`config.mk`:
```
export PLATFORM = sky130hd
export DESIGN_NAME = out_stream
export DESIGN_NICKNAME = d
export VERILOG_FILES = /design/src/fft_buf_pkg.sv /design/src/out_stream.sv
export SDC_FILE = /design/constraint.sdc
export NUM_CORES = 1
export LEC_CHECK = 0
export ABC_CLOCK_PERIOD_IN_PS = 10800
export CAP_MARGIN = 25
export CORE_MARGIN = 2
export CORE_UTILIZATION = 40
export DETAILED_ROUTE_END_ITERATION = 8
export DONT_BUFFER_PORTS = 1
export PLACE_DENSITY_LB_ADDON = 0.12
export SYNTH_ARGS = -nofsm -noshare
export SYNTH_HDL_FRONTEND = slang
export SYNTH_SLANG_ARGS = --single-unit
```
`constraint.sdc`:
```
create_clock -name axi_clk -period 10.8 [get_ports axi_clk]
set_input_delay 0 -clock axi_clk [delete_from_list [all_inputs] [get_ports axi_clk]]
set_output_delay 0 -clock axi_clk [all_outputs]
set_load 0.01 [all_outputs]
```
`src/fft_buf_pkg.sv`:
```
package fft_buf_pkg;

  localparam int DATA_W = 32;
  localparam int ADDR_W = 12;
  localparam int BUF_DW = 64;
  localparam int U_W    = 16;

  localparam logic [1:0]        OPC_START  = 2'b01;   // Command bits 3:2
  localparam logic [ADDR_W-1:0] STATUS_OFS = 12'h000;

  // Float view, x in the low half
  typedef struct packed {
    logic [DATA_W-1:0] y;
    logic [DATA_W-1:0] x;
  } f_word_t;

  // Integer view, only the low 16 bits carry data
  typedef struct packed {
    logic [BUF_DW-U_W-1:0] pad;
    logic [U_W-1:0]        val;
  } u_word_t;

  typedef union packed {
    f_word_t f;
    u_word_t u;
  } buf_word_u;

endpackage

```
`src/out_stream.sv`:
```
module out_stream #(
  parameter int BUF_AW = 10
) (
  input  logic                           axi_clk,
  input  logic                           axi_reset_n,
  input  logic                           out_en_i,
  input  logic                           uint_mode_i,
  input  fft_buf_pkg::buf_word_u         rd_word_i,
  input  logic                           sm_tready_i,
  output logic                           rd_en_o,
  output logic [BUF_AW-1:0]              rd_addr_o,
  output logic                           sm_tvalid_o,
  output logic [fft_buf_pkg::DATA_W-1:0] sm_tdata_o,
  output logic                           sm_tlast_o,
  output logic                           out_done_o
);

  localparam int U_W = fft_buf_pkg::U_W;

  logic [BUF_AW:0]        rd_cnt_q;     // Words requested
  logic [BUF_AW:0]        beat_cnt_q;   // Beats accepted
  logic                   rd_pend_q;    // Read data lands this cycle
  logic                   ovalid_q;
  logic                   pvalid_q;
  logic                   ohalf_q;      // x already sent
  fft_buf_pkg::buf_word_u oword_q;
  fft_buf_pkg::buf_word_u pword_q;

  logic       fire;
  logic       word_done;
  logic       out_free;
  logic       load_out;
  logic       load_pref;
  logic [1:0] occ;

  assign fire      = sm_tvalid_o && sm_tready_i;
  assign word_done = fire && (uint_mode_i || ohalf_q);
  assign out_free  = !ovalid_q || word_done;
  assign load_out  = out_free && (pvalid_q || rd_pend_q);
  assign load_pref = rd_pend_q && (!out_free || pvalid_q);

  // Words held or arriving after this cycle, at most two
  assign occ = {1'b0, ovalid_q} + {1'b0, pvalid_q} + {1'b0, rd_pend_q} - {1'b0, word_done};

  assign rd_en_o   = out_en_i && !rd_cnt_q[BUF_AW] && (occ < 2'd2);
  assign rd_addr_o = rd_cnt_q[BUF_AW-1:0];

  assign sm_tvalid_o = ovalid_q;
  assign sm_tlast_o  = uint_mode_i ? (beat_cnt_q == {1'b0, {BUF_AW{1'b1}}}) : (&beat_cnt_q);
  assign out_done_o  = fire && sm_tlast_o;

  always_comb begin
    if (uint_mode_i)
      sm_tdata_o = {{(fft_buf_pkg::DATA_W-U_W){1'b0}}, oword_q.u.val};
    else if (ohalf_q)
      sm_tdata_o = oword_q.f.y;
    else
      sm_tdata_o = oword_q.f.x;
  end

  always_ff @(posedge axi_clk or negedge axi_reset_n) begin
    if (!axi_reset_n) begin
      rd_cnt_q   <= '0;
      beat_cnt_q <= '0;
      rd_pend_q  <= 1'b0;
      ovalid_q   <= 1'b0;
      pvalid_q   <= 1'b0;
      ohalf_q    <= 1'b0;
    end else if (!out_en_i) begin
      rd_cnt_q   <= '0;
      beat_cnt_q <= '0;
      rd_pend_q  <= 1'b0;
      ovalid_q   <= 1'b0;
      pvalid_q   <= 1'b0;
      ohalf_q    <= 1'b0;
    end else begin
      rd_pend_q <= rd_en_o;
      if (rd_en_o)
        rd_cnt_q <= rd_cnt_q + 1'b1;
      if (fire)
        beat_cnt_q <= beat_cnt_q + 1'b1;
      if (word_done)
        ohalf_q <= 1'b0;
      else if (fire)
        ohalf_q <= 1'b1;
      if (load_out)
        ovalid_q <= 1'b1;
      else if (word_done)
        ovalid_q <= 1'b0;
      if (load_pref)
        pvalid_q <= 1'b1;
      else if (out_free)
        pvalid_q <= 1'b0;   // Moved to the output register
    end
  end

  always_ff @(posedge axi_clk) begin
    if (load_out)
      oword_q <= pvalid_q ? pword_q : rd_word_i;
    if (load_pref)
      pword_q <= rd_word_i;
  end

endmodule

```
# Word-level counts from Yosys, hierarchy flattened
# Index checks and enable logic that the tools add are counted.
# totals
register_bits,154
wordCells,53
# classes
addsub,5
order_cmp,1
n_eq_ne,6
muxes,18
reduce_logical,15
# op_table
op,n
32-bit two-way mux,2
64-bit two-way mux,1
11-bit two-way mux,4
11-bit by 1-bit adder with 11-bit output (second input constant),2
11-bit by 10-bit == test with 1-bit output (second input constant),1
1-bit two-way mux,11
11-bit AND reduction,1
3-bit by 1-bit != test with 1-bit output (second input constant),3
1-bit logical AND,7
1-bit logical OR,4
2-bit by 1-bit != test with 1-bit output (second input constant),2
1-bit zero test,3
1-bit by 1-bit adder with 2-bit output,1
2-bit by 1-bit adder with 2-bit output,1
2-bit less-than comparator (second input constant),1
2-bit by 1-bit subtractor with 2-bit output,1

# Logic depth before layout (Yosys ltp)
# Gate-level depths: netlist (run 1).
# depth
depth_word,8
ltp_mapped,12
depth_no_buf,9

# Worst setup path before layout (run 1)
# OpenSTA, ideal clock, no wires.
# synth_path
kind,reg2reg
from,reg pvalid_q
to,"reg oword_q[0] (netlist bit), enable pin"
setup_time_ns,0.486
arrival_time_ns,3.797
slack_ns,6.517
stages_incl_launch_ff,6
period_less_slack_ns,4.283
cell_sequence,dfrtp_1 > clkbuf_1 > buf_2 > buf_1 > nor2_1 > nor2_1
# synth_via
elab_chain_len,2
# synth_lines
element,line_no,rtl
from (decl),out_stream.sv:24,logic pvalid_q;
from (signal assigned),out_stream.sv:67,pvalid_q <= 1'b0;
from (signal assigned),out_stream.sv:74,pvalid_q <= 1'b0;
from (signal assigned),out_stream.sv:91,pvalid_q <= 1'b1;
1-bit logical OR,out_stream.sv:39,assign load_out = out_free && (pvalid_q || rd_pend_q);
1-bit logical AND,out_stream.sv:39,
named net load_out,out_stream.sv:32,logic load_out;
to (signal assigned),out_stream.sv:99,oword_q <= pvalid_q ? pword_q : rd_word_i;
to (decl),out_stream.sv:26,fft_buf_pkg::buf_word_u oword_q;
# The timed path passes the listed nets, and every way through them passes these cells.
# A chain may end at the register's enable or synchronous reset.

# Worst setup path after layout (run 1)
# layout_path
from,reg ohalf_q
to,reg rd_cnt_q[8]
# layout_via
elab_chain_len,6
# layout_lines
element,line_no,rtl
from (decl),out_stream.sv:25,logic ohalf_q;
from (signal assigned),out_stream.sv:68,ohalf_q <= 1'b0;
from (signal assigned),out_stream.sv:75,ohalf_q <= 1'b0;
from (signal assigned),out_stream.sv:83,ohalf_q <= 1'b0;
1-bit logical OR,out_stream.sv:37,assign word_done = fire && (uint_mode_i || ohalf_q);
1-bit logical AND,out_stream.sv:37,
2-bit by 1-bit subtractor with 2-bit output,out_stream.sv:43,"assign occ = {1'b0, ovalid_q} + {1'b0, pvalid_q} + {1'b0, rd_pend_q} - {1'b0, word_done};"
2-bit less-than comparator,out_stream.sv:45,assign rd_en_o = out_en_i && !rd_cnt_q[BUF_AW] && (occ < 2'd2);
1-bit logical AND,out_stream.sv:45,
2-bit by 1-bit != test with 1-bit output (no source line),--,
to (signal assigned),out_stream.sv:79,rd_cnt_q <= rd_cnt_q + 1'b1;
to (decl),out_stream.sv:20,logic [BUF_AW:0] rd_cnt_q;
# No other way between the ends.

==> results.json, run 1 <==
{
  "cellPowerDensity_nw_per_um2": 181.6,
  "slowest_stage": "sky130_fd_sc_hd__dfrtp_1",
  "timing.critical_path.fanout_max": 21,
  "post-route-util": 0.5015,
  "place_ws_ns": 7.853,
  "worst-path-buf-inv": 3,
  "num-fill-cells": 1364,
  "netlist_instances": 415,
  "number_of_antenna_violations_at_the_first_check_in_global_routing": 0,
  "synth-edff-count": 128,
  "synth.most_common_cell": "sky130_fd_sc_hd__edfxtp_1",
  "timing.slew.headroom": 0.3895,
  "cts_resized": 0,
  "stdcell_area_sq_um": 7938,
  "dominantRegCellSynth": "sky130_fd_sc_hd__edfxtp_1",
  "clock_insertion_delay_worst_skew_ns": 0.42,
  "cts_root_buf": "sky130_fd_sc_hd__clkbuf_16",
  "die_h_um": 131.2,
  "timing.final.hold_violations": 0,
  "post_layout_nonfiller_instances": 709,
  "syn-num-nets": 488,
  "setup-tns-final_ns": 0,
  "post_cts.repair.setup_buffers": 0,
  "synth_commonest_cells": "sky130_fd_sc_hd__edfxtp_1, sky130_fd_sc_hd__mux2_2, sky130_fd_sc_hd__nor2_1, sky130_fd_sc_hd__dfrtp_1, sky130_fd_sc_hd__mux2i_1",
  "vias": 3523,
  "length_of_the_first_detailed_routing_pass_in_iterations": 4,
  "rsz0062_at_grt": "false",
  "layout-drive-gt1-share": 0.2475,
  "path_cells": "buf_4 -> nor2_1 -> nor2_1 -> ha_1 -> inv_1 -> ha_1 -> a21oi_2 -> mux2i_1 -> buf_4 -> or4_1 -> a21oi_1",
  "io_buffer_count": 0,
  "track_usage": 0.1486,
  "drt-wirelength-per-cell_um": 16.91,
  "final-setup-viol-count": 0,
  "final_net_count": 553,
  "outcome": "finished, final reports clean",
  "finalWorstSetupSlack_ns": 7.864,
  "timing.rr.start": "ohalf_q$_DFFE_PN0P_",
  "asyncSetResetFlopFracSynth": 0.1688,
  "syn_to_final_growth_pct": 22.64,
  "leak_nw": 2.709,
  "crit_path_max_incr_delay_ns": 0.70,
  "syn-cell-area_sq_um": 6472,
  "timing.critical_path.arrival_ns": 3.27,
  "clk_pin_slew_worst_paths_ns": 0.06,
  "grt_overflow_total": 0,
  "grt_pass1_wl_mm": 19.63,
  "max_freq_ghz": 0.3406,
  "path_class": "reg2reg",
  "library_cell_with_the_largest_summed_area_after_synthesis": "sky130_fd_sc_hd__edfxtp_1",
  "floorplan.initialDensity": 0.4089,
  "dieWidth_um": 131.2,
  "tritoncts_clock_tree": "built",
  "ys_ff_latch": 154,
  "initialDrtViolationCount": 124,
  "synth-seq-area-share": 0.6944,
  "core_footprint_sq_um": 15830,
  "max_slew.worst_pin.slew_ns": 0.9158,
  "power.ir.vdd_worst_mv": 0.1284,
  "syn-mean-instance-area_sq_um": 15.60,
  "number_of_buffers_added_by_the_clock_tree_synthesis_step": 17,
  "cts-htree-levels": 4,
  "r2r_end": "rd_cnt_q[8]$_DFFE_PN0P_",
  "synthesis_warning_total": 0,
  "detail_route.wirelength_mm": 11.99,
  "post_place_cell_area_sq_um": 6638,
  "worst_ep_required_time_ns": 11.13,
  "gp_congestion": 0.7481,
  "timing.final.crit_period_ns": 2.936,
  "setup.worst_path.start_class": "flop",
  "io_pins": 115,
  "crit_path_end_kind": "flop",
  "antenna_cells_inserted": 0,
  "hold_buffers": 69,
  "drt_drc_violations_left": 0,
  "r2r_slack_ns": 7.86,
  "place.detailed.hpwl_mm": 7.273,
  "max_cap_violations": 0,
  "drv_slew": 0,
  "numClockSinks": 154,
  "die-area_sq_um": 17210,
  "path_delay_family": "simple AND/OR/NAND/NOR gates",
  "antenna_violating_nets_post_route": 0,
  "finalClockSkew_ns": 0.007171,
  "detail_route.vias_per_cell": 4.969,
  "finalCritPeriodShare": 0.2719,
  "grt_start_max_net_pins": 70,
  "grt_pass1_vias": 3671,
  "num_rows": 46,
  "synth_top_area_share": 0.5939,
  "synth_area_leaders": "sky130_fd_sc_hd__edfxtp_1, sky130_fd_sc_hd__mux2_2, sky130_fd_sc_hd__dfrtp_1",
  "instance_count_after_placement_with_tap_cells_included": 607,
  "ctsLongestPathBuffers": 2,
  "synth.lib_cells_used.distinct": 31,
  "r2r.worst_path.cells": 11,
  "worst_hold_path_class": "in2async"
}
-- stage by stage --
step / total power [W] / hold WS [ns]
global placement: 0.0008398 / -0.2948
detailed placement: 0.0008437 / -0.2949
finish: 0.001442 / 0.03052
CTS: 0.001466 / 0.01308
floorplan: 0.0008211 / -0.2956
global route: 0.001506 / 0.03237
-- worst max path at each step --
stage / from / endpoint / slack, ns / cells past startpoint
2_1_floorplan: pvalid_q$_DFFE_PN0P_ / oword_q[0]$_DFFE_PP_ / 6.52 / 5
3_3_place_gp: ohalf_q$_DFFE_PN0P_ / rd_cnt_q[6]$_DFFE_PN0P_ / 7.94 / 11
3_5_place_dp: ohalf_q$_DFFE_PN0P_ / rd_cnt_q[8]$_DFFE_PN0P_ / 7.85 / 11
4_1_cts: ohalf_q$_DFFE_PN0P_ / rd_cnt_q[8]$_DFFE_PN0P_ / 7.83 / 11
5_1_grt: ohalf_q$_DFFE_PN0P_ / rd_cnt_q[8]$_DFFE_PN0P_ / 7.66 / 11
6_report: ohalf_q$_DFFE_PN0P_ / rd_cnt_q[8]$_DFFE_PN0P_ / 7.86 / 11
-- where the power goes --
part,leakage (nW),switching [W],internal [W]
Sequential,1.55,0.0000162,0.000706
Clock,0.290,0.000244,0.000344
Combinational,0.867,0.0000750,0.0000566
Total,2.71,0.000335,0.00111
-- state kept, by name (all words and copies together) (netlist names) --
name / flops
pvalid_q: 1
sm_tvalid_o: 1
oword_q: 64
beat_cnt_q: 11
ohalf_q: 1
pword_q: 64
rd_cnt_q: 11
rd_pend_q: 1
-- layout by cell type (no fill, tap or decap), types with 4 or more instances in the layout --
cell,Yosys,final
sky130_fd_sc_hd__nor2_1,36,34
sky130_fd_sc_hd__ha_1,4,4
sky130_fd_sc_hd__or4_1,6,6
sky130_fd_sc_hd__inv_1,7,7
sky130_fd_sc_hd__nand3_1,8,8
sky130_fd_sc_hd__dfrtp_1,26,25
sky130_fd_sc_hd__clkbuf_16,0,17
sky130_fd_sc_hd__o31ai_1,6,6
sky130_fd_sc_hd__mux2i_1,19,19
sky130_fd_sc_hd__nand2_1,14,14
sky130_fd_sc_hd__mux2_2,80,80
sky130_fd_sc_hd__o21ai_0,6,6
sky130_fd_sc_hd__buf_4,10,5
sky130_fd_sc_hd__edfxtp_1,128,128
sky130_fd_sc_hd__xnor2_1,7,7
sky130_fd_sc_hd__inv_6,0,6
sky130_fd_sc_hd__a21oi_1,12,12
sky130_fd_sc_hd__dlygate4sd3_1,0,68
sky130_fd_sc_hd__nor4_1,5,5
-- cell type report --
cell class                 instances  area [sq um]  area share
clock buffer                      17         425.4     0.05359
tap                              216         270.3     0.03405
timing repair buffer              75         753.2     0.09489
multi-input combinational        225          1808      0.2278
inverter                           7         26.28    0.003310
clock inverter                    15         158.9     0.02002
sequential                       154          4496      0.5664
-- cells by family (layout without fill, tap and decap cells) --
| logic type | after synthesis | after routing | synth area share |
|---|---|---|---|
| xor+xnor | 10 | 10 | 0.01353 |
| mux | 99 | 99 | 0.1686 |
| fa+ha+maj | 4 | 4 | 0.007733 |
| compound gates | 26 | 26 | 0.02339 |
| buf+inv | 36 | 114 | 0.02900 |
| simple gates | 86 | 86 | 0.06341 |
| flops | 154 | 154 | 0.6944 |
-- per-layer routing --
metal | part of all wire | GRT usage | up-vias
met2 | 0.49 | 0.2442 | 80
met1 | 0.43 | 0.1766 | 1750
li1 | - | - | 1679
met3 | 0.060 | 0.05980 | 14
met5 | 0 | 0 | -
met4 | 0.014 | 0.05435 | 0
No activity file was read; power rests on OpenSTA's default activity.
==> run 2: changes to the inputs <==
--- a/config.mk
+++ b/config.mk
@@ -5,7 +5,7 @@
 export SDC_FILE = /design/constraint.sdc
 export NUM_CORES = 1
 export LEC_CHECK = 0
-export ABC_CLOCK_PERIOD_IN_PS = 10800
+export ABC_CLOCK_PERIOD_IN_PS = 2700
 export CAP_MARGIN = 25
 export CORE_MARGIN = 2
 export CORE_UTILIZATION = 40
==> constraint.sdc (replaced) <==
create_clock -name axi_clk -period 2.7 [get_ports axi_clk]
set_input_delay 0 -clock axi_clk [delete_from_list [all_inputs] [get_ports axi_clk]]
set_output_delay 0 -clock axi_clk [all_outputs]
set_load 0.01 [all_outputs]
==> run 2 against run 1 <==
Effect of this change: global-route usage grew 0.10 points; critical endpoint is now rd_cnt_q[9]$_DFFE_PN0P_; first-iteration DRC count grew 31%; register-to-register slack lost 7.6 ns; maximum frequency grew 22%; total power grew to 4.0 times the previous value; die area is the same.
==> results.json, run 2 (synthesis gave the netlist of run 1 again) <==
{
  "layout-drive-gt1-share": 0.2480,
  "power.sequential.fraction": 0.499,
  "detail_route.wirelength_mm": 12.25,
  "antenna_cells_inserted": 0,
  "sw_frac_of_total": 0.2302,
  "leak_nw": 2.718,
  "mostFrequentLayoutCell": "sky130_fd_sc_hd__edfxtp_1",
  "timing.final.crit_period_ns": 2.416,
  "ctsLongestPathBuffers": 2,
  "total_power_draw_w": 0.005761,
  "final-setup-viol-count": 0,
  "setup.worst_path.start_class": "flop",
  "max_freq_ghz": 0.4138,
  "die_h_um": 131.2,
  "num-fill-cells": 1368,
  "detail_route.vias_per_cell": 5.072,
  "leading_registers_by_flop_count": "oword_q x64, pword_q x64",
  "grt_start_max_net_pins": 65,
  "crit_path_end_kind": "flop",
  "track_usage": 0.1496,
  "dieWidth_um": 131.2,
  "gp_congestion": 0.7151,
  "drt_drc_violations_left": 0,
  "grt_pass1_wl_mm": 20.19,
  "share_comb_of_total_power": 0.095,
  "drv_slew": 0,
  "antenna_violating_nets_post_route": 0,
  "cellPowerDensity_nw_per_um2": 723.0,
  "syn_to_final_growth_pct": 23.10,
  "die-area_sq_um": 17210,
  "timing.slew.headroom": 0.4760,
  "setup-tns-final_ns": 0,
  "rsz0062_at_grt": "false",
  "number_of_buffers_added_by_the_clock_tree_synthesis_step": 17,
  "path_class": "reg2reg",
  "max_slew.worst_pin.slew_ns": 0.7851,
  "io_buffer_count": 0,
  "instance_count_after_placement_with_tap_cells_included": 611,
  "power.ir.vdd_worst_mv": 0.4527,
  "worst_ep_required_time_ns": 3.02,
  "tritoncts_clock_tree": "built",
  "finalWorstSetupSlack_ns": 0.2837,
  "drt-wirelength-per-cell_um": 17.21,
  "grt_overflow_total": 0,
  "clock_power_share": 0.405,
  "clock_insertion_delay_worst_skew_ns": 0.42,
  "finalClockSkew_ns": 0.01194,
  "initialDrtViolationCount": 163,
  "post_layout_nonfiller_instances": 712,
  "post-route-util": 0.5034,
  "final_net_count": 556,
  "io_pins": 115,
  "timing.final.hold_violations": 0,
  "floorplan.initialDensity": 0.4089,
  "worst_hold_path_class": "in2async",
  "finalCritPeriodShare": 0.8949,
  "num_rows": 46,
  "length_of_the_first_detailed_routing_pass_in_iterations": 4,
  "timing.critical_path.fanout_max": 20,
  "outcome": "finished, final reports clean",
  "place.detailed.hpwl_mm": 7.360,
  "place_ws_ns": 0.2971,
  "layout_common_cells": "sky130_fd_sc_hd__edfxtp_1, sky130_fd_sc_hd__mux2_2, sky130_fd_sc_hd__dlygate4sd3_1, sky130_fd_sc_hd__nor2_1, sky130_fd_sc_hd__dfrtp_1",
  "grt_pass1_vias": 3807,
  "vias": 3611,
  "numClockSinks": 154,
  "area_of_the_multi_input_gates_sq_um": 1808,
  "cts_root_buf": "sky130_fd_sc_hd__clkbuf_16",
  "max_cap_violations": 0,
  "cts_resized": 0,
  "number_of_antenna_violations_at_the_first_check_in_global_routing": 0,
  "final-seq-area_sq_um": 4496,
  "cts-htree-levels": 4,
  "internal_power_w": 0.004435,
  "power_switching_w": 0.001326,
  "clk_pin_slew_worst_paths_ns": 0.06,
  "timing.critical_path.arrival_ns": 2.74,
  "core_footprint_sq_um": 15830
}
-- run 2: changes by cell type in the layout (fill, tap and decap cells not counted), sizes merged --
cell      delta
buf          +3
clkbuf       +3
clkinv       -2
clkinvlp     +1
inv          -2
-- run 2: timing repair --
item                      4_1_cts  5_1_grt
hold endpoints to repair      163        0
setup buffers                   0        0
hold buffers                   69        0
-- run 2: power by group through the flow --
stage	Sequential, W	Clock (W)	Combinational, W
finish	0.00288	0.00233	0.000549
global route	0.00290	0.00249	0.000610
CTS	0.00288	0.00239	0.000566
detailed placement	0.00293	0	0.000457
global placement	0.00292	0	0.000453
floorplan	0.00291	0	0.000365
-- run 2: per-stage QoR --
| step | hold slack [ns] | area (sq um) |
|---|---|---|
| finish | 0.04441 | 7968 |
| global route | 0.04905 | 7968 |
| CTS | 0.03951 | 7968 |
| detailed placement | -0.2948 | 6693 |
| global placement | -0.2948 | 6693 |
| floorplan | -0.2956 | 6487 |
-- run 2: layer usage --
| metal | vias up | share of wire | GRT usage |
|---|---|---|---|
| li1 | 1689 | - | - |
| met1 | 1830 | 0.44 | 0.1849 |
| met2 | 83 | 0.49 | 0.2386 |
| met3 | 9 | 0.060 | 0.06289 |
| met4 | 0 | 0.010 | 0.04891 |
| met5 | - | 0 | 0 |
-- run 2: path summary, 6_finish.rpt --
kind / from / end / slack, ns / cells past startpoint
max: sm_tvalid_o$_DFFE_PN0P_ / rd_cnt_q[9]$_DFFE_PN0P_ / 0.28 / 10
min: axi_reset_n / beat_cnt_q[6]$_DFFE_PN0P_ / 0.04 / 2
max reg2reg: sm_tvalid_o$_DFFE_PN0P_ / rd_cnt_q[9]$_DFFE_PN0P_ / 0.28 / 10
min reg2reg: rd_cnt_q[10]$_DFFE_PN0P_ / rd_cnt_q[10]$_DFFE_PN0P_ / 0.53 / 1
max in group asynchronous: axi_reset_n / pvalid_q$_DFFE_PN0P_ / 2.49 / 2
min in group axi_clk: uint_mode_i / sm_tdata_o[24] / 0.05 / 1
-- run 2: critical path, stage by stage (launching register included) --
cell and delay [ns]:
sky130_fd_sc_hd__dfrtp_1 0.37, sky130_fd_sc_hd__nand2_1 0.16, sky130_fd_sc_hd__nor2_1 0.08, sky130_fd_sc_hd__ha_1 0.27, sky130_fd_sc_hd__inv_1 0.04, sky130_fd_sc_hd__ha_1 0.28, sky130_fd_sc_hd__a21oi_2 0.15, sky130_fd_sc_hd__mux2i_1 0.10
sky130_fd_sc_hd__buf_4 0.21, sky130_fd_sc_hd__or4_1 0.52, sky130_fd_sc_hd__a21oi_1 0.16
-- run 2: area by class of cell --
type | instances | area share
clock buffers | 20 | 0.05481
clock inverters | 12 | 0.01727
inverters | 7 | 0.003298
multi-input cells | 225 | 0.2269
flip-flops and latches | 154 | 0.5642
well taps | 216 | 0.03392
repair buffers | 78 | 0.09956
==> run 3: changes to the inputs <==
--- a/config.mk
+++ b/config.mk
@@ -5,7 +5,7 @@
 export SDC_FILE = /design/constraint.sdc
 export NUM_CORES = 1
 export LEC_CHECK = 0
-export ABC_CLOCK_PERIOD_IN_PS = 2700
+export ABC_CLOCK_PERIOD_IN_PS = 2100
 export CAP_MARGIN = 25
 export CORE_MARGIN = 2
 export CORE_UTILIZATION = 40
==> constraint.sdc (replaced) <==
create_clock -name axi_clk -period 2.1 [get_ports axi_clk]
set_input_delay 0 -clock axi_clk [delete_from_list [all_inputs] [get_ports axi_clk]]
set_output_delay 0 -clock axi_clk [all_outputs]
set_load 0.01 [all_outputs]
==> run 3 against run 2 <==
Effect of this change: the run now ends with setup timing left; hold slack worse by 0.023 ns; maximum frequency grew 7.4%; core utilization increased by 1.9 points; worst setup slack got worse by 0.43 ns; register-to-register slack got worse by 0.43 ns; combinational power rose by 51%; cell count grew 2.7%; via count grew 0.89%.
==> results.json, run 3 (synthesis gave the netlist of run 1 again) <==
{
  "max_freq_ghz": 0.4444,
  "antenna_cells_inserted": 0,
  "path_delay_family": "buffers and inverters",
  "timing.rr.start": "ohalf_q$_DFFE_PN0P_",
  "failed_checks": "setup timing",
  "crit_path_end_kind": "flop",
  "floorplan.initialDensity": 0.4089,
  "timing.critical_path.fanout_max": 6,
  "mostFrequentLayoutCell": "sky130_fd_sc_hd__edfxtp_1",
  "length_of_the_first_detailed_routing_pass_in_iterations": 4,
  "core_footprint_sq_um": 15830,
  "grt_pass1_wl_mm": 20.04,
  "io_buffer_count": 0,
  "setup.worst_path.start_class": "flop",
  "detail_route.wirelength_mm": 12.43,
  "die-area_sq_um": 17210,
  "max_cap_violations": 0,
  "track_usage": 0.1504,
  "cts_root_buf": "sky130_fd_sc_hd__clkbuf_16",
  "worst-path-buf-inv": 4,
  "worst_ep_required_time_ns": 2.36,
  "num-fill-cells": 1339,
  "leak_nw": 2.826,
  "crit_path_max_incr_delay_ns": 0.40,
  "outcome": "finished with violations",
  "internal_power_w": 0.005777,
  "tritoncts_clock_tree": "built",
  "clock_power_share": 0.397,
  "worst_hold_path_class": "in2async",
  "die_h_um": 131.2,
  "drt_drc_violations_left": 0,
  "drv_slew": 0,
  "final-setup-viol-count": 12,
  "dieWidth_um": 131.2,
  "sw_frac_of_total": 0.2304,
  "io_pins": 115,
  "clk_pin_slew_worst_paths_ns": 0.06,
  "r2r_slack_ns": -0.15,
  "num_rows": 46,
  "grt_start_max_net_pins": 69,
  "path_cells": "nor2_4 -> nor2_2 -> ha_1 -> inv_2 -> ha_4 -> a21oi_2 -> mux2i_1 -> buf_4 -> buf_6 -> buf_4 -> mux2i_1 -> nor2_1",
  "timing.slew.headroom": 0.4207,
  "share_comb_of_total_power": 0.111,
  "cellPowerDensity_nw_per_um2": 908.1,
  "antenna_violating_nets_post_route": 0,
  "r2r.worst_path.cells": 12,
  "vias": 3643,
  "syn_to_final_growth_pct": 27.70,
  "final_net_count": 575,
  "finalWorstSetupSlack_ns": -0.1501,
  "initialDrtViolationCount": 180,
  "grt_pass1_vias": 3802,
  "max_slew.worst_pin.slew_ns": 0.8679,
  "detail_route.vias_per_cell": 4.984,
  "power_switching_w": 0.001729,
  "ctsLongestPathBuffers": 2,
  "post_place_cell_area_sq_um": 6795,
  "gp_congestion": 0.7578,
  "r2r_end": "rd_cnt_q[1]$_DFFE_PN0P_",
  "path_class": "reg2reg",
  "setup-tns-final_ns": -0.9853,
  "finalClockSkew_ns": 0.008340,
  "rsz0062_at_grt": "true",
  "leading_registers_by_flop_count": "oword_q x64, pword_q x64",
  "number_of_antenna_violations_at_the_first_check_in_global_routing": 0,
  "timing.final.crit_period_ns": 2.250,
  "layout_common_cells": "sky130_fd_sc_hd__edfxtp_1, sky130_fd_sc_hd__mux2_2, sky130_fd_sc_hd__dlygate4sd3_1, sky130_fd_sc_hd__nor2_1, sky130_fd_sc_hd__dfrtp_1",
  "numClockSinks": 154,
  "place.detailed.hpwl_mm": 7.316,
  "cts-htree-levels": 4,
  "place_ws_ns": -0.1307,
  "grt_overflow_total": 0,
  "power.sequential.fraction": 0.493,
  "finalCritPeriodShare": 1.071,
  "power.ir.vdd_worst_mv": 0.6929,
  "layout-drive-gt1-share": 0.3049,
  "slowest_stage": "sky130_fd_sc_hd__dfrtp_1",
  "stdcell_area_sq_um": 8265,
  "timing.critical_path.arrival_ns": 2.51,
  "clock_insertion_delay_worst_skew_ns": 0.42,
  "drt-wirelength-per-cell_um": 17.00,
  "number_of_buffers_added_by_the_clock_tree_synthesis_step": 17,
  "timing.final.hold_violations": 0
}
[run 3: cell count changes in the layout (fill, tap and decap cells not counted), moves of 3 or more]
cell | previous run | this run
sky130_fd_sc_hd__buf_4 | 7 | 16
sky130_fd_sc_hd__nor2_1 | 34 | 29
sky130_fd_sc_hd__dlygate4sd3_1 | 68 | 72
sky130_fd_sc_hd__o31ai_1 | 6 | 2
sky130_fd_sc_hd__buf_12 | 3 | 6
sky130_fd_sc_hd__buf_6 | 0 | 3
sky130_fd_sc_hd__nor2_4 | 2 | 5
sky130_fd_sc_hd__o21ai_0 | 6 | 3
sky130_fd_sc_hd__o31ai_2 | 0 | 3
[run 3: routing by layer]
layer | up-vias | wire length [um] | global-route usage
li1 | 1713 | - | -
met3 | 11 | 684 | 0.06019
met2 | 80 | 6273 | 0.2520
met5 | - | 0 | 0
met1 | 1839 | 5318 | 0.1772
met4 | 0 | 154 | 0.04891
[run 3: worst reg2reg max path, delay by kind of cell, from the launching register on]
family | cells | cell delay, ns
flops | 1 | 0.40
mux | 2 | 0.42
buf+inv | 4 | 0.47
fa+ha+maj | 2 | 0.46
compound gates | 1 | 0.14
simple gates | 3 | 0.20
[run 3: how the worst max path moves through the flow]
stage / end / startpoint / slack (ns) / cells after the start
global route: rd_cnt_q[1]$_DFFE_PN0P_ / ohalf_q$_DFFE_PN0P_ / -0.26 / 12
finish: rd_cnt_q[1]$_DFFE_PN0P_ / ohalf_q$_DFFE_PN0P_ / -0.15 / 12
floorplan: pword_q[0]$_DFFE_PP_ / ohalf_q$_DFFE_PN0P_ / -0.12 / 5
CTS: rd_cnt_q[4]$_DFFE_PN0P_ / ohalf_q$_DFFE_PN0P_ / -0.17 / 10
detailed placement: rd_cnt_q[4]$_DFFE_PN0P_ / ohalf_q$_DFFE_PN0P_ / -0.13 / 10
global placement: rd_cnt_q[6]$_DFFE_PN0P_ / ohalf_q$_DFFE_PN0P_ / -0.08 / 10
[run 3: area by class of cell]
type                       instances  area (sq um)  area share
timing repair buffer              97         994.7      0.1203
multi-input combinational        225          1901      0.2299
clock buffer                      18         429.2     0.05192
sequential                       154          4499      0.5444
tap                              216         270.3     0.03270
inverter                           7         26.28    0.003179
clock inverter                    14         145.1     0.01756
[run 3: power groups by stage]
stage / combinational (W) / sequential, W / clock (W)
after global placement: 0.000627 / 0.00376 / 0
after global routing: 0.000908 / 0.00373 / 0.00319
after detailed placement: 0.000633 / 0.00377 / 0
after CTS: 0.000836 / 0.00370 / 0.00308
after floorplan: 0.000490 / 0.00375 / 0
final: 0.000830 / 0.00370 / 0.00298
[run 3: what timing repair did]
| item | CTS | global route |
|---|---|---|
| hold endpoints to repair | 165 | 1 |
| gates cloned | 1 | 0 |
| setup buffers | 9 | 3 |
| endpoints found under the setup margin | 27 | 29 |
| resized for setup | 10 | 10 |
| pin swaps | 9 | 8 |
| hold buffers | 72 | 1 |
[run 3: through the flow]
| step | hold slack, ns | instances | util | power, W |
|---|---|---|---|---|
| floorplan | -0.2956 | 415 | - | 0.004236 |
| global placement | -0.2948 | 615 | 0.4293 | 0.004383 |
| detailed placement | -0.2949 | 615 | 0.4293 | 0.004399 |
| CTS | -0.3279 | 729 | 0.5186 | 0.007614 |
| global route | 0.02915 | 731 | 0.5222 | 0.007821 |
| finish | 0.02105 | 731 | 0.5222 | 0.007506 |
