<file path="config.mk">
export PLATFORM = sky130hd
export DESIGN_NAME = in_copy
export DESIGN_NICKNAME = d
export VERILOG_FILES = /design/src/fft_buf_pkg.sv /design/src/in_copy.sv
export SDC_FILE = /design/constraint.sdc
export NUM_CORES = 1
export LEC_CHECK = 0
export BUFFER_PORTS_ARGS = -buffer_cell sky130_fd_sc_hd__buf_2
export CAP_MARGIN = 20
export CELL_PAD_IN_SITES_DETAIL_PLACEMENT = 1
export CELL_PAD_IN_SITES_GLOBAL_PLACEMENT = 2
export CORE_MARGIN = 1
export CORE_UTILIZATION = 24
export DETAILED_ROUTE_END_ITERATION = 10
export PLACE_DENSITY = 0.83
export SYNTH_ARGS = -nofsm -noshare
export SYNTH_HDL_FRONTEND = slang
export SYNTH_SLANG_ARGS = --single-unit
</file>
<file path="constraint.sdc">
create_clock -name axi_clk -period 3.55 [get_ports axi_clk]
set_clock_uncertainty 0.1 [all_clocks]
set_input_delay 0.1775 -clock axi_clk [delete_from_list [all_inputs] [get_ports axi_clk]]
set_output_delay 0.1775 -clock axi_clk [all_outputs]
set_load 0.02 [all_outputs]
</file>
<file path="src/fft_buf_pkg.sv">
package fft_buf_pkg;

  localparam int DATA_W = 32;
  localparam int ADDR_W = 12;
  localparam int BUF_DW = 64;
  localparam int U_W    = 16;

  localparam logic [1:0]        OPC_START  = 2'b01;   // Command bits 3:2
  localparam logic [ADDR_W-1:0] STATUS_OFS = 12'h000;

  // Float view, x in the low half
  typedef struct packed {
    logic [DATA_W-1:0] y;
    logic [DATA_W-1:0] x;
  } f_word_t;

  // Integer view, only the low 16 bits carry data
  typedef struct packed {
    logic [BUF_DW-U_W-1:0] pad;
    logic [U_W-1:0]        val;
  } u_word_t;

  typedef union packed {
    f_word_t f;
    u_word_t u;
  } buf_word_u;

endpackage

</file>
<file path="src/in_copy.sv">
module in_copy #(
  parameter int BUF_AW = 10
) (
  input  logic                           axi_clk,
  input  logic                           axi_reset_n,
  input  logic                           copy_en_i,
  input  logic                           uint_mode_i,
  input  logic                           copy_valid_i,
  input  logic [fft_buf_pkg::DATA_W-1:0] ss_tdata_i,
  output logic                           copy_ready_o,
  output logic                           wr_en_o,
  output logic [BUF_AW-1:0]              wr_addr_o,
  output fft_buf_pkg::buf_word_u         wr_word_o,
  output logic                           in_done_o
);

  logic [BUF_AW:0]                cnt_q;    // Words written, MSB set when full
  logic                           half_q;   // x beat held
  logic [fft_buf_pkg::DATA_W-1:0] x_q;
  logic                           beat;

  assign copy_ready_o = copy_en_i && !cnt_q[BUF_AW];
  assign beat         = copy_valid_i && copy_ready_o;
  assign wr_en_o      = beat && (uint_mode_i || half_q);
  assign wr_addr_o    = cnt_q[BUF_AW-1:0];

  always_comb begin
    wr_word_o = '0;
    if (uint_mode_i) begin
      wr_word_o.u.pad = '0;
      wr_word_o.u.val = ss_tdata_i[fft_buf_pkg::U_W-1:0];
    end else begin
      wr_word_o.f.x = x_q;
      wr_word_o.f.y = ss_tdata_i;
    end
  end

  always_ff @(posedge axi_clk or negedge axi_reset_n) begin
    if (!axi_reset_n) begin
      cnt_q     <= '0;
      half_q    <= 1'b0;
      in_done_o <= 1'b0;
    end else begin
      in_done_o <= wr_en_o && (&cnt_q[BUF_AW-1:0]);   // Last word written
      if (!copy_en_i) begin
        cnt_q  <= '0;
        half_q <= 1'b0;
      end else if (beat) begin
        if (wr_en_o) begin
          cnt_q  <= cnt_q + 1'b1;
          half_q <= 1'b0;
        end else begin
          half_q <= 1'b1;
        end
      end
    end
  end

  always_ff @(posedge axi_clk) begin
    if (beat && !uint_mode_i && !half_q)
      x_q <= ss_tdata_i;
  end

endmodule

</file>
## After elaboration in Yosys (flattened, before gate mapping)

Cells that the tools add are included.

| operators by class | value |
|---|---|
| add/subtract/negate cells | 1 |
| eq/ne operators | 2 |
| mux-type cells | 7 |
| reduce and logical (&&, ||, !) cells | 12 |

Operator list:

| kind | count |
|---|---|
| 64-bit two-way mux | 1 |
| 11-bit two-way mux | 3 |
| 11-bit by 1-bit adder with 11-bit output, second input constant | 1 |
| 10-bit AND reduction | 1 |
| 1-bit logical AND | 6 |
| 2-bit by 1-bit inequality test with 1-bit output, second input constant | 2 |
| 1-bit zero test | 3 |
| 1-bit two-way mux | 3 |
| 2-bit AND reduction | 1 |
| 1-bit logical OR | 1 |

| word-level totals | value |
|---|---|
| bits of input ports | 37 |
| output and inout port bits | 77 |
| register bits | 45 |

## Depth between registers and ports, before layout

Gate-level depths: netlist (run 1).

| logic depth | value |
|---|---|
| depth after elaboration | 7 |
| mapped depth | 6 |

## Least setup slack after synthesis (run 1)

No wires, ideal clock.

| timing | value |
|---|---|
| path kind | input -> register |
| from | in uint_mode_i |
| to | reg x_q[0] in the netlist's numbering, enable pin |
| setup slack | 0.130 ns |
| stages on the path | 3 |
| arrival time | 2.859 ns |
| data required time | 2.989 ns |
| cells stage by stage | buf_1 > clkbuf_1 > nor3_1 |

| on the way | value |
|---|---|
| longest elaborated chain between the ends | 3 |

Ends and longest elaborated chain:

| item | line | RTL |
|---|---|---|
| start: declaration | in_copy.sv:7 | `input logic uint_mode_i,` |
| 1-bit zero test | in_copy.sv:60 | `if (beat && !uint_mode_i && !half_q)` |
| 1-bit logical AND (2 in a row) | in_copy.sv:60 |  |
| end signal: assignment | in_copy.sv:61 | `x_q <= ss_tdata_i;` |
| end: declaration | in_copy.sv:19 | `logic [fft_buf_pkg::DATA_W-1:0] x_q;` |

No other way between the ends.
A chain may end at the register's enable or synchronous reset.

## Worst setup path in the final report (run 1)

| timing | value |
|---|---|
| from | reg half_q |
| to | out wr_en_o |

| on the way | value |
|---|---|
| longest elaborated chain between the ends | 2 |

Ends and longest elaborated chain:

| item | line | RTL |
|---|---|---|
| start: declaration | in_copy.sv:18 | `logic half_q;` |
| start signal: assignment | in_copy.sv:41 | `half_q <= 1'b0;` |
| start signal: assignment | in_copy.sv:47 | `half_q <= 1'b0;` |
| start signal: assignment | in_copy.sv:51 | `half_q <= 1'b0;` |
| 1-bit logical OR | in_copy.sv:24 | `assign wr_en_o = beat && (uint_mode_i \|\| half_q);` |
| 1-bit logical AND | in_copy.sv:24 |  |
| end: declaration | in_copy.sv:11 | `output logic wr_en_o,` |

No other way between the ends.

==> results.rst, run 1 <==
.. list-table::
   :header-rows: 1

   * - Metric
     - Value
   * - Run status
     - finished with violations
   * - Violated checks
     - DRC
   * - Area of the core
     - 8806 um2
   * - Count of nets after finishing
     - 349
   * - Largest area contributor in the synthesized netlist
     - sky130_fd_sc_hd__edfxtp_1
   * - Clock tree from TritonCTS
     - done
   * - Sequential share of power
     - 52.5%
   * - Clock share of power
     - 28.2%
   * - Logic pwr share
     - 19.4%
   * - FF+latch count, synth
     - 45
   * - Rows
     - 34
   * - P&R area growth vs syn
     - 46.46%
   * - Period utilization
     - 51.18%
   * - CTS sink cnt
     - 45
   * - Leakage
     - 1.486 nW
   * - Top post-synthesis cells by area
     - sky130_fd_sc_hd__edfxtp_1, sky130_fd_sc_hd__dfrtp_1, sky130_fd_sc_hd__nor2b_1, sky130_fd_sc_hd__mux2_2, sky130_fd_sc_hd__buf_4
   * - Total congestion overflow
     - 0
   * - Routability-driven placement congestion ratio
     - 0.6711
   * - Sequential element share of the synthesized area
     - 58.24%
   * - Post-Synthesis Cells
     - 174
   * - CTS Buf Count
     - 5
   * - First-pass GRT wire length
     - 9.156 mm
   * - Die X
     - 97.93 um
   * - Number of buffers inserted by port buffering
     - 113
   * - Final instance count without filler cells
     - 420
   * - Final min period
     - 1.817 ns
   * - Avg Vias per Cell
     - 4.233
   * - Startpoint Class
     - flop
   * - Crit Path Class
     - reg -> out
   * - # setup viols final
     - 0
   * - Number of violations reported at the end of detailed-routing iteration 0
     - 87
   * - Total Routed Length
     - 5.807 mm
   * - Chip height
     - 97.93 um
   * - Critical-path maximum fanout
     - 8
   * - Setup TNS
     - 0 ns
   * - Area enclosed by the die boundary
     - 9589 um2
   * - Starting density of the core
     - 25.08%
   * - Htree depth
     - 2
   * - Setup repair bufs after CTS
     - 0
   * - Primary FF master, synth
     - sky130_fd_sc_hd__edfxtp_1
   * - Required @ worst endpoint
     - 3.27 ns
   * - Clock Root Buffer
     - sky130_fd_sc_hd__clkbuf_8
   * - Post-synth net total
     - 212
   * - Vias
     - 1778
   * - Total internal power
     - 0.0008073 W
   * - Worst IR drop on VDD
     - 143.6 uV
   * - Number of global-route vias before repair
     - 1773
   * - Yosys synthesis warning count
     - 0
   * - Resize count post-CTS
     - 0
   * - DRC violation count after routing
     - 10
   * - Clk Latency, worst-skew pair
     - 0.30 ns
   * - CP Capture Type
     - primary output
   * - Switching share of power
     - 27.21%
   * - Average routed wire per standard cell
     - 13.83 um
   * - Library cells used by synthesis
     - 30
   * - Areal power density over the cells
     - 342.9 nW/um2
   * - Post-synth EDFFs
     - 32
   * - Relative slew margins
     - 55.94%
   * - Classification of the worst-slack hold path
     - in -> reg
   * - Iteration count of the initial detailed-routing pass
     - 7
   * - Max Cap Violations
     - 0
   * - Share of synthesized flip-flops with an asynchronous set or reset
     - 28.89%
   * - Antenna Cells
     - 0
   * - Global routing usage summed across all routing layers
     - 12.10%
   * - Final core area utilization
     - 36.73%
   * - Pin slew with the least headroom to its limit
     - 0.6609 ns
   * - IO Count
     - 114
   * - Psw
     - 0.0003019 W
   * - Largest net degree at the start of global routing
     - 67
   * - Layout cell share with drive strength beyond 1
     - 45.51%
   * - Arrival time reported for the critical path endpoint
     - 1.54 ns
   * - Peak clock frequency supported by timing
     - 0.5504 GHz
   * - Clock transition at the registers of the reported paths
     - 0.09 ns
   * - Initial antenna violation count
     - 0
   * - Setup repair after global routing missed its margin
     - no
   * - Share of Yosys cell area claimed by the top area cell type
     - 43.51%
   * - Number of max-slew violations in the final report
     - 0
   * - Mean area per synthesized cell
     - 12.69 um2
   * - Clock tree buffer depth
     - 2
   * - Number of nets with antenna violations after detailed routing
     - 0
   * - Final HPWL DP
     - 3.992 mm
   * - Combined area of all synthesized cells
     - 2208 um2
   * - Final Hold Viols
     - 0
   * - Number of cells in the design after placement
     - 379
metal layers:
layer / up-vias / global-route usage, % / wire, um
li1: 863 / - / -
met1: 838 / 14.62 / 2464
met2: 67 / 20.80 / 2911
met3: 10 / 2.649 / 306
met4: 0 / 5.012 / 125
met5: - / 0 / 0
worst max-delay path: stages, from the launching register on:
cell and delay, ns:
sky130_fd_sc_hd__dfrtp_1 0.42, sky130_fd_sc_hd__nor2_1 0.41, sky130_fd_sc_hd__nor2_1 0.21, sky130_fd_sc_hd__buf_2 0.21
area by class of cell:
| class | instances | area [um2] |
|---|---|---|
| fill | 986 | 5572 |
| timing repair buffer | 149 | 918.4 |
| clock inverter | 3 | 17.52 |
| clock buffer | 5 | 68.82 |
| sequential | 45 | 1286 |
| multi-input combinational | 110 | 808.3 |
| tap | 108 | 135.1 |
power by group through the flow:
stage | registers, W | logic (W) | clock network (W)
6_report | 0.000582 | 0.000215 | 0.000312
5_1_grt | 0.000584 | 0.000232 | 0.000349
4_1_cts | 0.000582 | 0.000217 | 0.000327
3_5_place_dp | 0.000594 | 0.000188 | 0
3_3_place_gp | 0.000593 | 0.000185 | 0
2_1_floorplan | 0.000593 | 0.000111 | 0
Yosys cell counts (2+ instances only):
| library cell | n |
|---|---|
| sky130_fd_sc_hd__xor2_1 | 4 |
| sky130_fd_sc_hd__buf_4 | 10 |
| sky130_fd_sc_hd__dfrtp_1 | 13 |
| sky130_fd_sc_hd__and2_1 | 5 |
| sky130_fd_sc_hd__clkbuf_1 | 5 |
| sky130_fd_sc_hd__nor2_1 | 3 |
| sky130_fd_sc_hd__nand2_1 | 7 |
| sky130_fd_sc_hd__mux2i_1 | 3 |
| sky130_fd_sc_hd__nand3_1 | 2 |
| sky130_fd_sc_hd__nor4_1 | 3 |
| sky130_fd_sc_hd__o211ai_1 | 2 |
| sky130_fd_sc_hd__edfxtp_1 | 32 |
| sky130_fd_sc_hd__mux2_2 | 16 |
| sky130_fd_sc_hd__buf_2 | 2 |
| sky130_fd_sc_hd__nand4_1 | 2 |
| sky130_fd_sc_hd__nor2b_1 | 51 |
stage by stage:
stage          total power [W]  setup slack [ns]  hold WS (ns)  cell area (um2)
2_1_floorplan        0.0007039            0.1297       -0.2181             2208
3_3_place_gp         0.0007785             1.792      -0.01731             2818
5_1_grt               0.001164             1.624        0.1195             3234
3_5_place_dp         0.0007823             1.772     -0.009759             2818
6_report              0.001109             1.733        0.1209             3234
4_1_cts               0.001126             1.735        0.1233             3234
final timing paths:
check | startpoint | cells after the start | slack, ns | end
setup reg to reg | cnt_q[0]$_DFFE_PN0P_ | 5 | 1.85 | cnt_q[8]$_DFFE_PN0P_
hold / removal | copy_en_i | 2 | 0.12 | cnt_q[10]$_DFFE_PN0P_
hold reg to reg | cnt_q[10]$_DFFE_PN0P_ | 1 | 0.45 | cnt_q[10]$_DFFE_PN0P_
min in group asynchronous | axi_reset_n | 2 | 0.19 | cnt_q[5]$_DFFE_PN0P_
max in group asynchronous | axi_reset_n | 2 | 2.90 | cnt_q[0]$_DFFE_PN0P_
setup / recovery | half_q$_DFFE_PN0P_ | 3 | 1.73 | wr_en_o
registers in the layout, indices dropped and copies added, names as in the netlist:
name	count
cnt_q	11
half_q	1
x_q	32
in_done_o	1
kinds of logic after synthesis:
| kind of cell | count (synthesis) | share of synthesized area, % |
|---|---|---|
| XOR/XNOR | 5 | 1.983 |
| multiplexers | 19 | 9.518 |
| flip-flops | 45 | 58.24 |
| AND/OR/NAND/NOR | 77 | 21.59 |
| AO/OA/AOI/OAI | 8 | 2.720 |
| adder cells (fa/ha/maj) | 1 | 0.5665 |
| buffers and inverters | 19 | 5.382 |
what timing repair did:
action | in CTS | in global routing
hold buffers | 33 | 0
hold endpoints to repair | 45 | 0
endpoints found under the setup margin | 0 | 0
cell usage in the layout (no fill, tap or decap), drive strengths merged:
cell type	netlist	final
dlygate4sd3	0	33
a21boi	1	1
xnor2	1	1
nor2	3	3
and2	5	5
buf	14	116
mux2i	3	3
nand4	2	2
nand3	2	2
clkinv	0	3
clkbuf	5	5
nand3b	1	1
nor4	3	3
edfxtp	32	32
ha	1	1
dfrtp	13	13
o21a	1	1
o211ai	2	2
o31ai	1	1
o41ai	1	1
or3	1	1
nor2b	51	51
nor3	2	2
xor2	4	4
nand2	7	7
o21ai	1	1
o311ai	1	1
mux2	16	16
Power figures use the tool's default switching activity.
==> run 2, diff against run 1 <==
--- a/config.mk
+++ b/config.mk
@@ -10,9 +10,9 @@
 export CELL_PAD_IN_SITES_DETAIL_PLACEMENT = 1
 export CELL_PAD_IN_SITES_GLOBAL_PLACEMENT = 2
 export CORE_MARGIN = 1
-export CORE_UTILIZATION = 24
+export CORE_UTILIZATION = 27
 export DETAILED_ROUTE_END_ITERATION = 10
-export PLACE_DENSITY = 0.83
+export PLACE_DENSITY = 0.88
 export SYNTH_ARGS = -nofsm -noshare
 export SYNTH_HDL_FRONTEND = slang
 export SYNTH_SLANG_ARGS = --single-unit
==> constraint.sdc (replaced) <==
create_clock -name axi_clk -period 1.7 [get_ports axi_clk]
set_clock_uncertainty 0.1 [all_clocks]
set_input_delay 0.085 -clock axi_clk [delete_from_list [all_inputs] [get_ports axi_clk]]
set_output_delay 0.085 -clock axi_clk [all_outputs]
set_load 0.02 [all_outputs]
==> run 2 against run 1 <==
The run now ends clean. Routed wire length is 1.2% higher. Sequential power is 110% higher. Global-route usage is 1.8 points higher. Design area is 2.1% higher. Via count is 4.7% higher. Cell count is 0.48% higher. Sequential share of layout area is 0.81 points lower. First-iteration DRC count is 69% lower. Sequential cell count stayed put. Die area is 11% lower.
==> results.rst, run 2 (synthesis results as in run 1) <==
.. list-table::
   :header-rows: 1

   * - Metric
     - Value
   * - First-pass GRT wire length
     - 9.232 mm (+0.83%)
   * - Total congestion overflow
     - 0 (unchanged)
   * - Period utilization
     - 92.80%
   * - Setup repair after global routing missed its margin
     - no
   * - Reg-to-reg setup timing slack
     - 0.12 ns (-1.73 ns)
   * - Area enclosed by the die boundary
     - 8545 um2 (-11%)
   * - Largest net degree at the start of global routing
     - 28 (-58%)
   * - Category of cells accounting for the largest share of critical-path delay
     - simple AND/OR/NAND/NOR gates
   * - CP Capture Type
     - flop
   * - Relative slew margins
     - 78.44% (+23 points)
   * - Clock share of power
     - 27.3% (-0.9 points)
   * - Average routed wire per standard cell
     - 13.92 um (+0.69%)
   * - Clk Latency, worst-skew pair
     - 0.29 ns (about the same)
   * - Clock tree from TritonCTS
     - done
   * - Final instance count without filler cells
     - 422 (+0.48%)
   * - Required @ worst endpoint
     - 1.79 ns (-1.48 ns)
   * - Vias
     - 1862 (+4.7%)
   * - Classification of the worst-slack hold path
     - in -> async
   * - Initial antenna violation count
     - 0 (unchanged)
   * - Worst IR drop on VDD
     - 249.5 uV (+74%)
   * - CTS Buf Count
     - 5 (unchanged)
   * - Areal power density over the cells
     - 700.7 nW/um2 (+100%)
   * - Length in cells of the worst reg-to-reg path
     - 5 (unchanged)
   * - Number of cells in the design after placement
     - 381 (+0.53%)
   * - Critical-path maximum fanout
     - 7 (-1)
   * - Number of buffers inserted by port buffering
     - 113 (unchanged)
   * - Starting density of the core
     - 28.29% (+3.2 points)
   * - Run status
     - finished clean
   * - Setup repair bufs after CTS
     - 0 (unchanged)
   * - Startpoint Class
     - flop
   * - Clock tree buffer depth
     - 2 (unchanged)
   * - Global routing usage summed across all routing layers
     - 13.94% (+1.8 points)
   * - Iteration count of the initial detailed-routing pass
     - 4 (-3)
   * - Routability-driven placement congestion ratio
     - 0.7791 (+16%)
   * - Reg2Reg Launch Point
     - cnt_q[10]$_DFFE_PN0P_
   * - Largest regs
     - x_q x32, cnt_q x11
   * - Rows
     - 32 (-5.9%)
   * - Number of violations reported at the end of detailed-routing iteration 0
     - 27 (-69%)
   * - Arrival time reported for the critical path endpoint
     - 1.67 ns (+0.13 ns)
   * - Sequential share of power
     - 52.5% (about the same)
   * - Top reg by flops
     - x_q
   * - Number of fillers in the final layout
     - 886 (-10%)
   * - Count of nets after finishing
     - 357 (+2.3%)
   * - Number of max-slew violations in the final report
     - 0 (unchanged)
   * - IO Count
     - 114 (unchanged)
   * - Clock transition at the registers of the reported paths
     - 0.08 ns (about the same)
   * - Final min period
     - 1.578 ns
   * - Number of global-route vias before repair
     - 1891 (+6.7%)
   * - Reg-to-reg endpoint
     - cnt_q[9]$_DFFE_PN0P_
   * - Antenna Cells
     - 0 (unchanged)
   * - Logic pwr share
     - 20.1% (+0.7 points)
   * - Total internal power
     - 0.001698 W (+110%)
   * - DRC violation count after routing
     - 0 (-10)
   * - Max Cap Violations
     - 0 (unchanged)
   * - Cell-by-cell listing of the critical path
     - nand3b_4 -> buf_4 -> nor4_1 -> xor2_1 -> and2_1
   * - P&R area growth vs syn
     - 49.52%
   * - Crit Path Class
     - reg -> reg
   * - Final HPWL DP
     - 3.976 mm (-0.40%)
   * - Area of the core
     - 7807 um2 (-11%)
   * - # setup viols final
     - 0 (unchanged)
   * - Pre-CTS worst setup slack
     - 0.05313 ns (-1.719 ns)
   * - CTS sink cnt
     - 45 (unchanged)
   * - Fin worst setup slack
     - 0.1224 ns (-1.611 ns)
   * - Clock Root Buffer
     - sky130_fd_sc_hd__clkbuf_8
   * - Buffers & Inverters on Critical Path
     - 1 (unchanged)
   * - Number of nets with antenna violations after detailed routing
     - 0 (unchanged)
   * - Most common library cell in the layout ignoring fill and taps
     - sky130_fd_sc_hd__buf_2
   * - Leakage
     - 1.526 nW (+2.7%)
   * - Chip height
     - 92.44 um (-5.6%)
   * - Die X
     - 92.44 um (-5.6%)
   * - Final core area utilization
     - 42.29% (+5.6 points)
   * - Final Hold Viols
     - 0 (unchanged)
   * - Htree depth
     - 2 (unchanged)
   * - Pin slew with the least headroom to its limit
     - 0.3204 ns (-0.3405 ns)
   * - Avg Vias per Cell
     - 4.412 (+4.2%)
   * - Peak clock frequency supported by timing
     - 0.6339 GHz
   * - Layout cell share with drive strength beyond 1
     - 47.50% (+2.0 points)
   * - Psw
     - 0.0006155 W (+100%)
   * - Worst Hold Margin
     - 0.1299 ns (+0.008991 ns)
   * - Most used cells in the layout excluding fill and tap cells
     - sky130_fd_sc_hd__buf_2, sky130_fd_sc_hd__nor2b_1, sky130_fd_sc_hd__dlygate4sd3_1, sky130_fd_sc_hd__edfxtp_1, sky130_fd_sc_hd__mux2_2
   * - Biggest cell delay along the critical path
     - 0.42 ns (about the same)
   * - Total Routed Length
     - 5.875 mm (+1.2%)
   * - Switching share of power
     - 26.61% (-0.61 points)
   * - Master of the slowest instance on the critical path
     - sky130_fd_sc_hd__dfrtp_1
   * - Number of flip-flops under the largest register name
     - 32 (unchanged)
==> run 2: changes by cell type in the layout (fill, tap and decap cells not counted), sizes merged <==
| cell | before | now |
|---|---|---|
| clkinv | 3 | 2 |
| buf | 116 | 124 |
| clkbuf | 5 | 6 |
==> run 2: routing by layer <==
metal	share of wire (%)	GRT usage, %	vias up	wire (um)
li1	-	-	883	-
met1	42	15.94	897	2439
met2	52	25.19	73	3033
met3	5.1	3.120	9	298
met4	1.8	5.208	0	103
met5	0	0	-	0
==> run 2: final cells by class <==
class | instances | area [um2] | area share, %
Clock buffer | 6 | 72.57 | 2.198
Clock inverter | 2 | 10.01 | 0.3031
Multi-Input combinational cell | 110 | 827.0 | 25.05
Sequential cell | 45 | 1286 | 38.95
Tap cell | 102 | 127.6 | 3.865
Timing Repair Buffer | 157 | 978.4 | 29.63
==> run 2: worst register-to-register path: stages (launching register included) <==
cell	delay [ns]
sky130_fd_sc_hd__dfrtp_1	0.42
sky130_fd_sc_hd__nand3b_4	0.19
sky130_fd_sc_hd__buf_4	0.17
sky130_fd_sc_hd__nor4_1	0.34
sky130_fd_sc_hd__xor2_1	0.10
sky130_fd_sc_hd__and2_1	0.16
==> run 2: power groups by stage <==
stage	sequential [W]	combinational (W)	clock [W]
after floorplan	0.00124	0.000233	0
after global placement	0.00124	0.000401	0
after detailed placement	0.00124	0.000404	0
after CTS	0.00122	0.000464	0.000676
after global routing	0.00122	0.000503	0.000709
final	0.00122	0.000466	0.000633
==> run 2: worst max path at each step <==
stage / start / end / cells after the start
after floorplan: cnt_q[10]$_DFFE_PN0P_ / x_q[0]$_DFFE_PP_ / 2
after global placement: cnt_q[1]$_DFFE_PN0P_ / cnt_q[4]$_DFFE_PN0P_ / 5
after detailed placement: cnt_q[1]$_DFFE_PN0P_ / cnt_q[8]$_DFFE_PN0P_ / 5
after CTS: cnt_q[1]$_DFFE_PN0P_ / cnt_q[8]$_DFFE_PN0P_ / 5
after global routing: cnt_q[10]$_DFFE_PN0P_ / cnt_q[9]$_DFFE_PN0P_ / 5
final: cnt_q[10]$_DFFE_PN0P_ / cnt_q[9]$_DFFE_PN0P_ / 5
==> run 2: per-stage QoR <==
| stage | instance area, um2 | TNS (ns) | power [W] |
|---|---|---|---|
| floorplan | 2221 | -6.183 | 0.001472 |
| global placement | 2877 | 0 | 0.001639 |
| detailed placement | 2877 | 0 | 0.001644 |
| CTS | 3292 | 0 | 0.002355 |
| global route | 3302 | 0 | 0.002431 |
| finish | 3302 | 0 | 0.002314 |
==> run 2: timing repair <==
item	in CTS	in global routing
setup endpoints to repair	1	5
gates resized for setup	1	2
endpoints found under the hold margin	45	0
hold buffers	33	0
==> run 3, diff against run 2 <==
--- a/config.mk
+++ b/config.mk
@@ -13,6 +13,7 @@
 export CORE_UTILIZATION = 27
 export DETAILED_ROUTE_END_ITERATION = 10
 export PLACE_DENSITY = 0.88
+export REMOVE_ABC_BUFFERS = 1
 export SYNTH_ARGS = -nofsm -noshare
 export SYNTH_HDL_FRONTEND = slang
 export SYNTH_SLANG_ARGS = --single-unit
==> run 3 against run 2 <==
Fmax hardly changed. Total power is 6.8% higher. Clock power is 25% higher. Routed wire length is 3.3% higher. First-iteration DRC count is 33% higher. Hold slack worse by 0.024 ns. Die area stayed put. Combinational power hardly changed. Utilization is 0.37 points higher. Via count is 1.9% lower. Highest routed layer unchanged.
==> results.rst, run 3 (synthesis results as in run 1) <==
.. list-table::
   :header-rows: 1

   * - Metric
     - Value
   * - IO Count
     - 114 (unchanged)
   * - Layout cell share with drive strength beyond 1
     - 47.50% (unchanged)
   * - Htree depth
     - 2 (unchanged)
   * - Largest regs
     - x_q x32, cnt_q x11
   * - Number of cells in the design after placement
     - 381 (unchanged)
   * - Required @ worst endpoint
     - 1.78 ns (about the same)
   * - Area occupied by registers
     - 1286 um2 (unchanged)
   * - Number of max-slew violations in the final report
     - 0 (unchanged)
   * - Routability-driven placement congestion ratio
     - 0.7609 (-2.3%)
   * - Starting density of the core
     - 28.29% (unchanged)
   * - Worst IR drop on VDD
     - 328.9 uV (+32%)
   * - Critical-path maximum fanout
     - 6 (-1)
   * - Worst Hold Margin
     - 0.1055 ns (-0.02440 ns)
   * - Number of violations reported at the end of detailed-routing iteration 0
     - 36 (+33%)
   * - Pre-CTS worst setup slack
     - 0.05876 ns (+0.005632 ns)
   * - Crit Path Class
     - reg -> reg
   * - Clock Root Buffer
     - sky130_fd_sc_hd__clkbuf_8
   * - Clock transition at the registers of the reported paths
     - 0.08 ns (about the same)
   * - Final core area utilization
     - 42.66% (+0.37 points)
   * - Startpoint Class
     - flop
   * - Peak clock frequency supported by timing
     - 0.6342 GHz (about the same)
   * - Setup TNS
     - 0 ns (unchanged)
   * - DRC violation count after routing
     - 0 (unchanged)
   * - Final HPWL DP
     - 4.158 mm (+4.6%)
   * - Clk Latency, worst-skew pair
     - 0.29 ns (about the same)
   * - Largest net degree at the start of global routing
     - 59 (+110%)
   * - Most common library cell in the layout ignoring fill and taps
     - sky130_fd_sc_hd__buf_2
   * - CP Capture Type
     - flop
   * - Final min period
     - 1.577 ns (-0.0007880 ns)
   * - Pin slew with the least headroom to its limit
     - 0.3657 ns (+0.04525 ns)
   * - Max Cap Violations
     - 0 (unchanged)
   * - Leakage
     - 1.538 nW (+0.78%)
   * - First-pass GRT wire length
     - 9.432 mm (+2.2%)
   * - Initial antenna violation count
     - 0 (unchanged)
   * - Run status
     - finished clean
   * - Category of cells accounting for the largest share of critical-path delay
     - simple AND/OR/NAND/NOR gates
   * - Average routed wire per standard cell
     - 14.38 um (+3.3%)
   * - # setup viols final
     - 0 (unchanged)
   * - Avg Vias per Cell
     - 4.329 (-1.9%)
   * - Number of buffers inserted by port buffering
     - 113 (unchanged)
   * - Antenna Cells
     - 0 (unchanged)
   * - Relative slew margins
     - 75.31% (-3.1 points)
   * - Rows
     - 32 (unchanged)
   * - Areal power density over the cells
     - 742.1 nW/um2 (+5.9%)
   * - Area of the core
     - 7807 um2 (unchanged)
   * - Final instance count without filler cells
     - 422 (unchanged)
   * - CTS Buf Count
     - 5 (unchanged)
   * - Period utilization
     - 92.76% (about the same)
   * - Fin worst setup slack
     - 0.1231 ns (+0.0007880 ns)
   * - Area enclosed by the die boundary
     - 8545 um2 (unchanged)
   * - Number of global-route vias before repair
     - 1833 (-3.1%)
   * - Most used cells in the layout excluding fill and tap cells
     - sky130_fd_sc_hd__buf_2, sky130_fd_sc_hd__nor2b_1, sky130_fd_sc_hd__dlygate4sd3_1, sky130_fd_sc_hd__edfxtp_1, sky130_fd_sc_hd__mux2_2
   * - Count of nets after finishing
     - 357 (unchanged)
   * - Total congestion overflow
     - 0 (unchanged)
   * - Clock tree buffer depth
     - 2 (unchanged)
   * - Buffers & Inverters on Critical Path
     - 1 (unchanged)
   * - Final Hold Viols
     - 0 (unchanged)
   * - Top reg by flops
     - x_q
   * - Die X
     - 92.44 um (unchanged)
   * - Biggest cell delay along the critical path
     - 0.41 ns (about the same)
   * - Vias
     - 1827 (-1.9%)
   * - Number of flip-flops under the largest register name
     - 32 (unchanged)
   * - Number of nets with antenna violations after detailed routing
     - 0 (unchanged)
   * - Setup repair bufs after CTS
     - 0 (unchanged)
   * - Clock tree from TritonCTS
     - done
   * - Total Routed Length
     - 6.068 mm (+3.3%)
   * - P&R area growth vs syn
     - 50.82%
   * - Multi-input logic area
     - 815.8 um2 (-1.4%)
   * - Number of fillers in the final layout
     - 880 (-0.68%)
   * - CTS sink cnt
     - 45 (unchanged)
   * - Chip height
     - 92.44 um (unchanged)
   * - Master of the slowest instance on the critical path
     - sky130_fd_sc_hd__dfrtp_1
   * - Arrival time reported for the critical path endpoint
     - 1.66 ns (about the same)
   * - Setup repair after global routing missed its margin
     - no
   * - Global routing usage summed across all routing layers
     - 14.16% (+0.22 points)
   * - Classification of the worst-slack hold path
     - in -> async
   * - Iteration count of the initial detailed-routing pass
     - 4 (unchanged)
   * - Cell-by-cell listing of the critical path
     - nand3b_4 -> buf_4 -> nor4_1 -> xor2_1 -> and2_1
## run 3: cell count changes in the layout (fill, tap and decap cells not counted), sizes merged
cell,previous run,this run
bufinv,0,1
clkinv,2,1
clkinvlp,0,1
clkbuf,6,5
## run 3: worst register-to-register path, delay by kind of cell, from the launching register on
family                 cells  cell delay (ns)
buffers and inverters      1             0.17
AND/OR/NAND/NOR            3             0.69
XOR/XNOR                   1             0.11
flip-flops                 1             0.41
## run 3: where the power goes
group / internal [W] / switching (W)
Sequential: 0.00121 / 0.00000802
Clock: 0.000433 / 0.000357
Combinational: 0.000207 / 0.000260
## run 3: worst paths after layout
check                                      start                     to  cells past startpoint  slack, ns
min in group axi_clk                   copy_en_i  cnt_q[10]$_DFFE_PN0P_                      3       0.15
setup reg to reg           cnt_q[10]$_DFFE_PN0P_   cnt_q[5]$_DFFE_PN0P_                      5       0.12
hold reg to reg            cnt_q[10]$_DFFE_PN0P_  cnt_q[10]$_DFFE_PN0P_                      1       0.45
max in group asynchronous            axi_reset_n  cnt_q[10]$_DFFE_PN0P_                      2       1.16
hold / removal                       axi_reset_n   cnt_q[9]$_DFFE_PN0P_                      2       0.11
setup / recovery           cnt_q[10]$_DFFE_PN0P_   cnt_q[5]$_DFFE_PN0P_                      5       0.12
## run 3: layer usage
layer / vias up / share of wire (%) / track usage, %
met5: - / 0 / 0
met3: 7 / 6.2 / 2.791
li1: 878 / - / -
met1: 868 / 42 / 17.16
met2: 74 / 50 / 24.94
met4: 0 / 1.5 / 4.818
## run 3: area by class of cell
| cell class | instances | share of cell area (%) |
|---|---|---|
| multi-input combinational | 110 | 24.49 |
| sequential | 45 | 38.62 |
| clock inverter | 3 | 1.240 |
| tap | 102 | 3.832 |
| timing repair buffer | 157 | 29.75 |
| clock buffer | 5 | 2.066 |
## run 3: through the flow
step                total power, W  cell area, um2
floorplan                 0.001444            2090
global placement          0.001639            2883
detailed placement        0.001647            2883
CTS                       0.002511            3323
global route              0.002588            3331
finish                    0.002472            3331
## run 3: what timing repair did
action                                  4_1_cts  5_1_grt
hold buffers                                 33        0
endpoints found under the setup margin        0        4
hold endpoints to repair                     45        0
gates resized for setup                       0        2
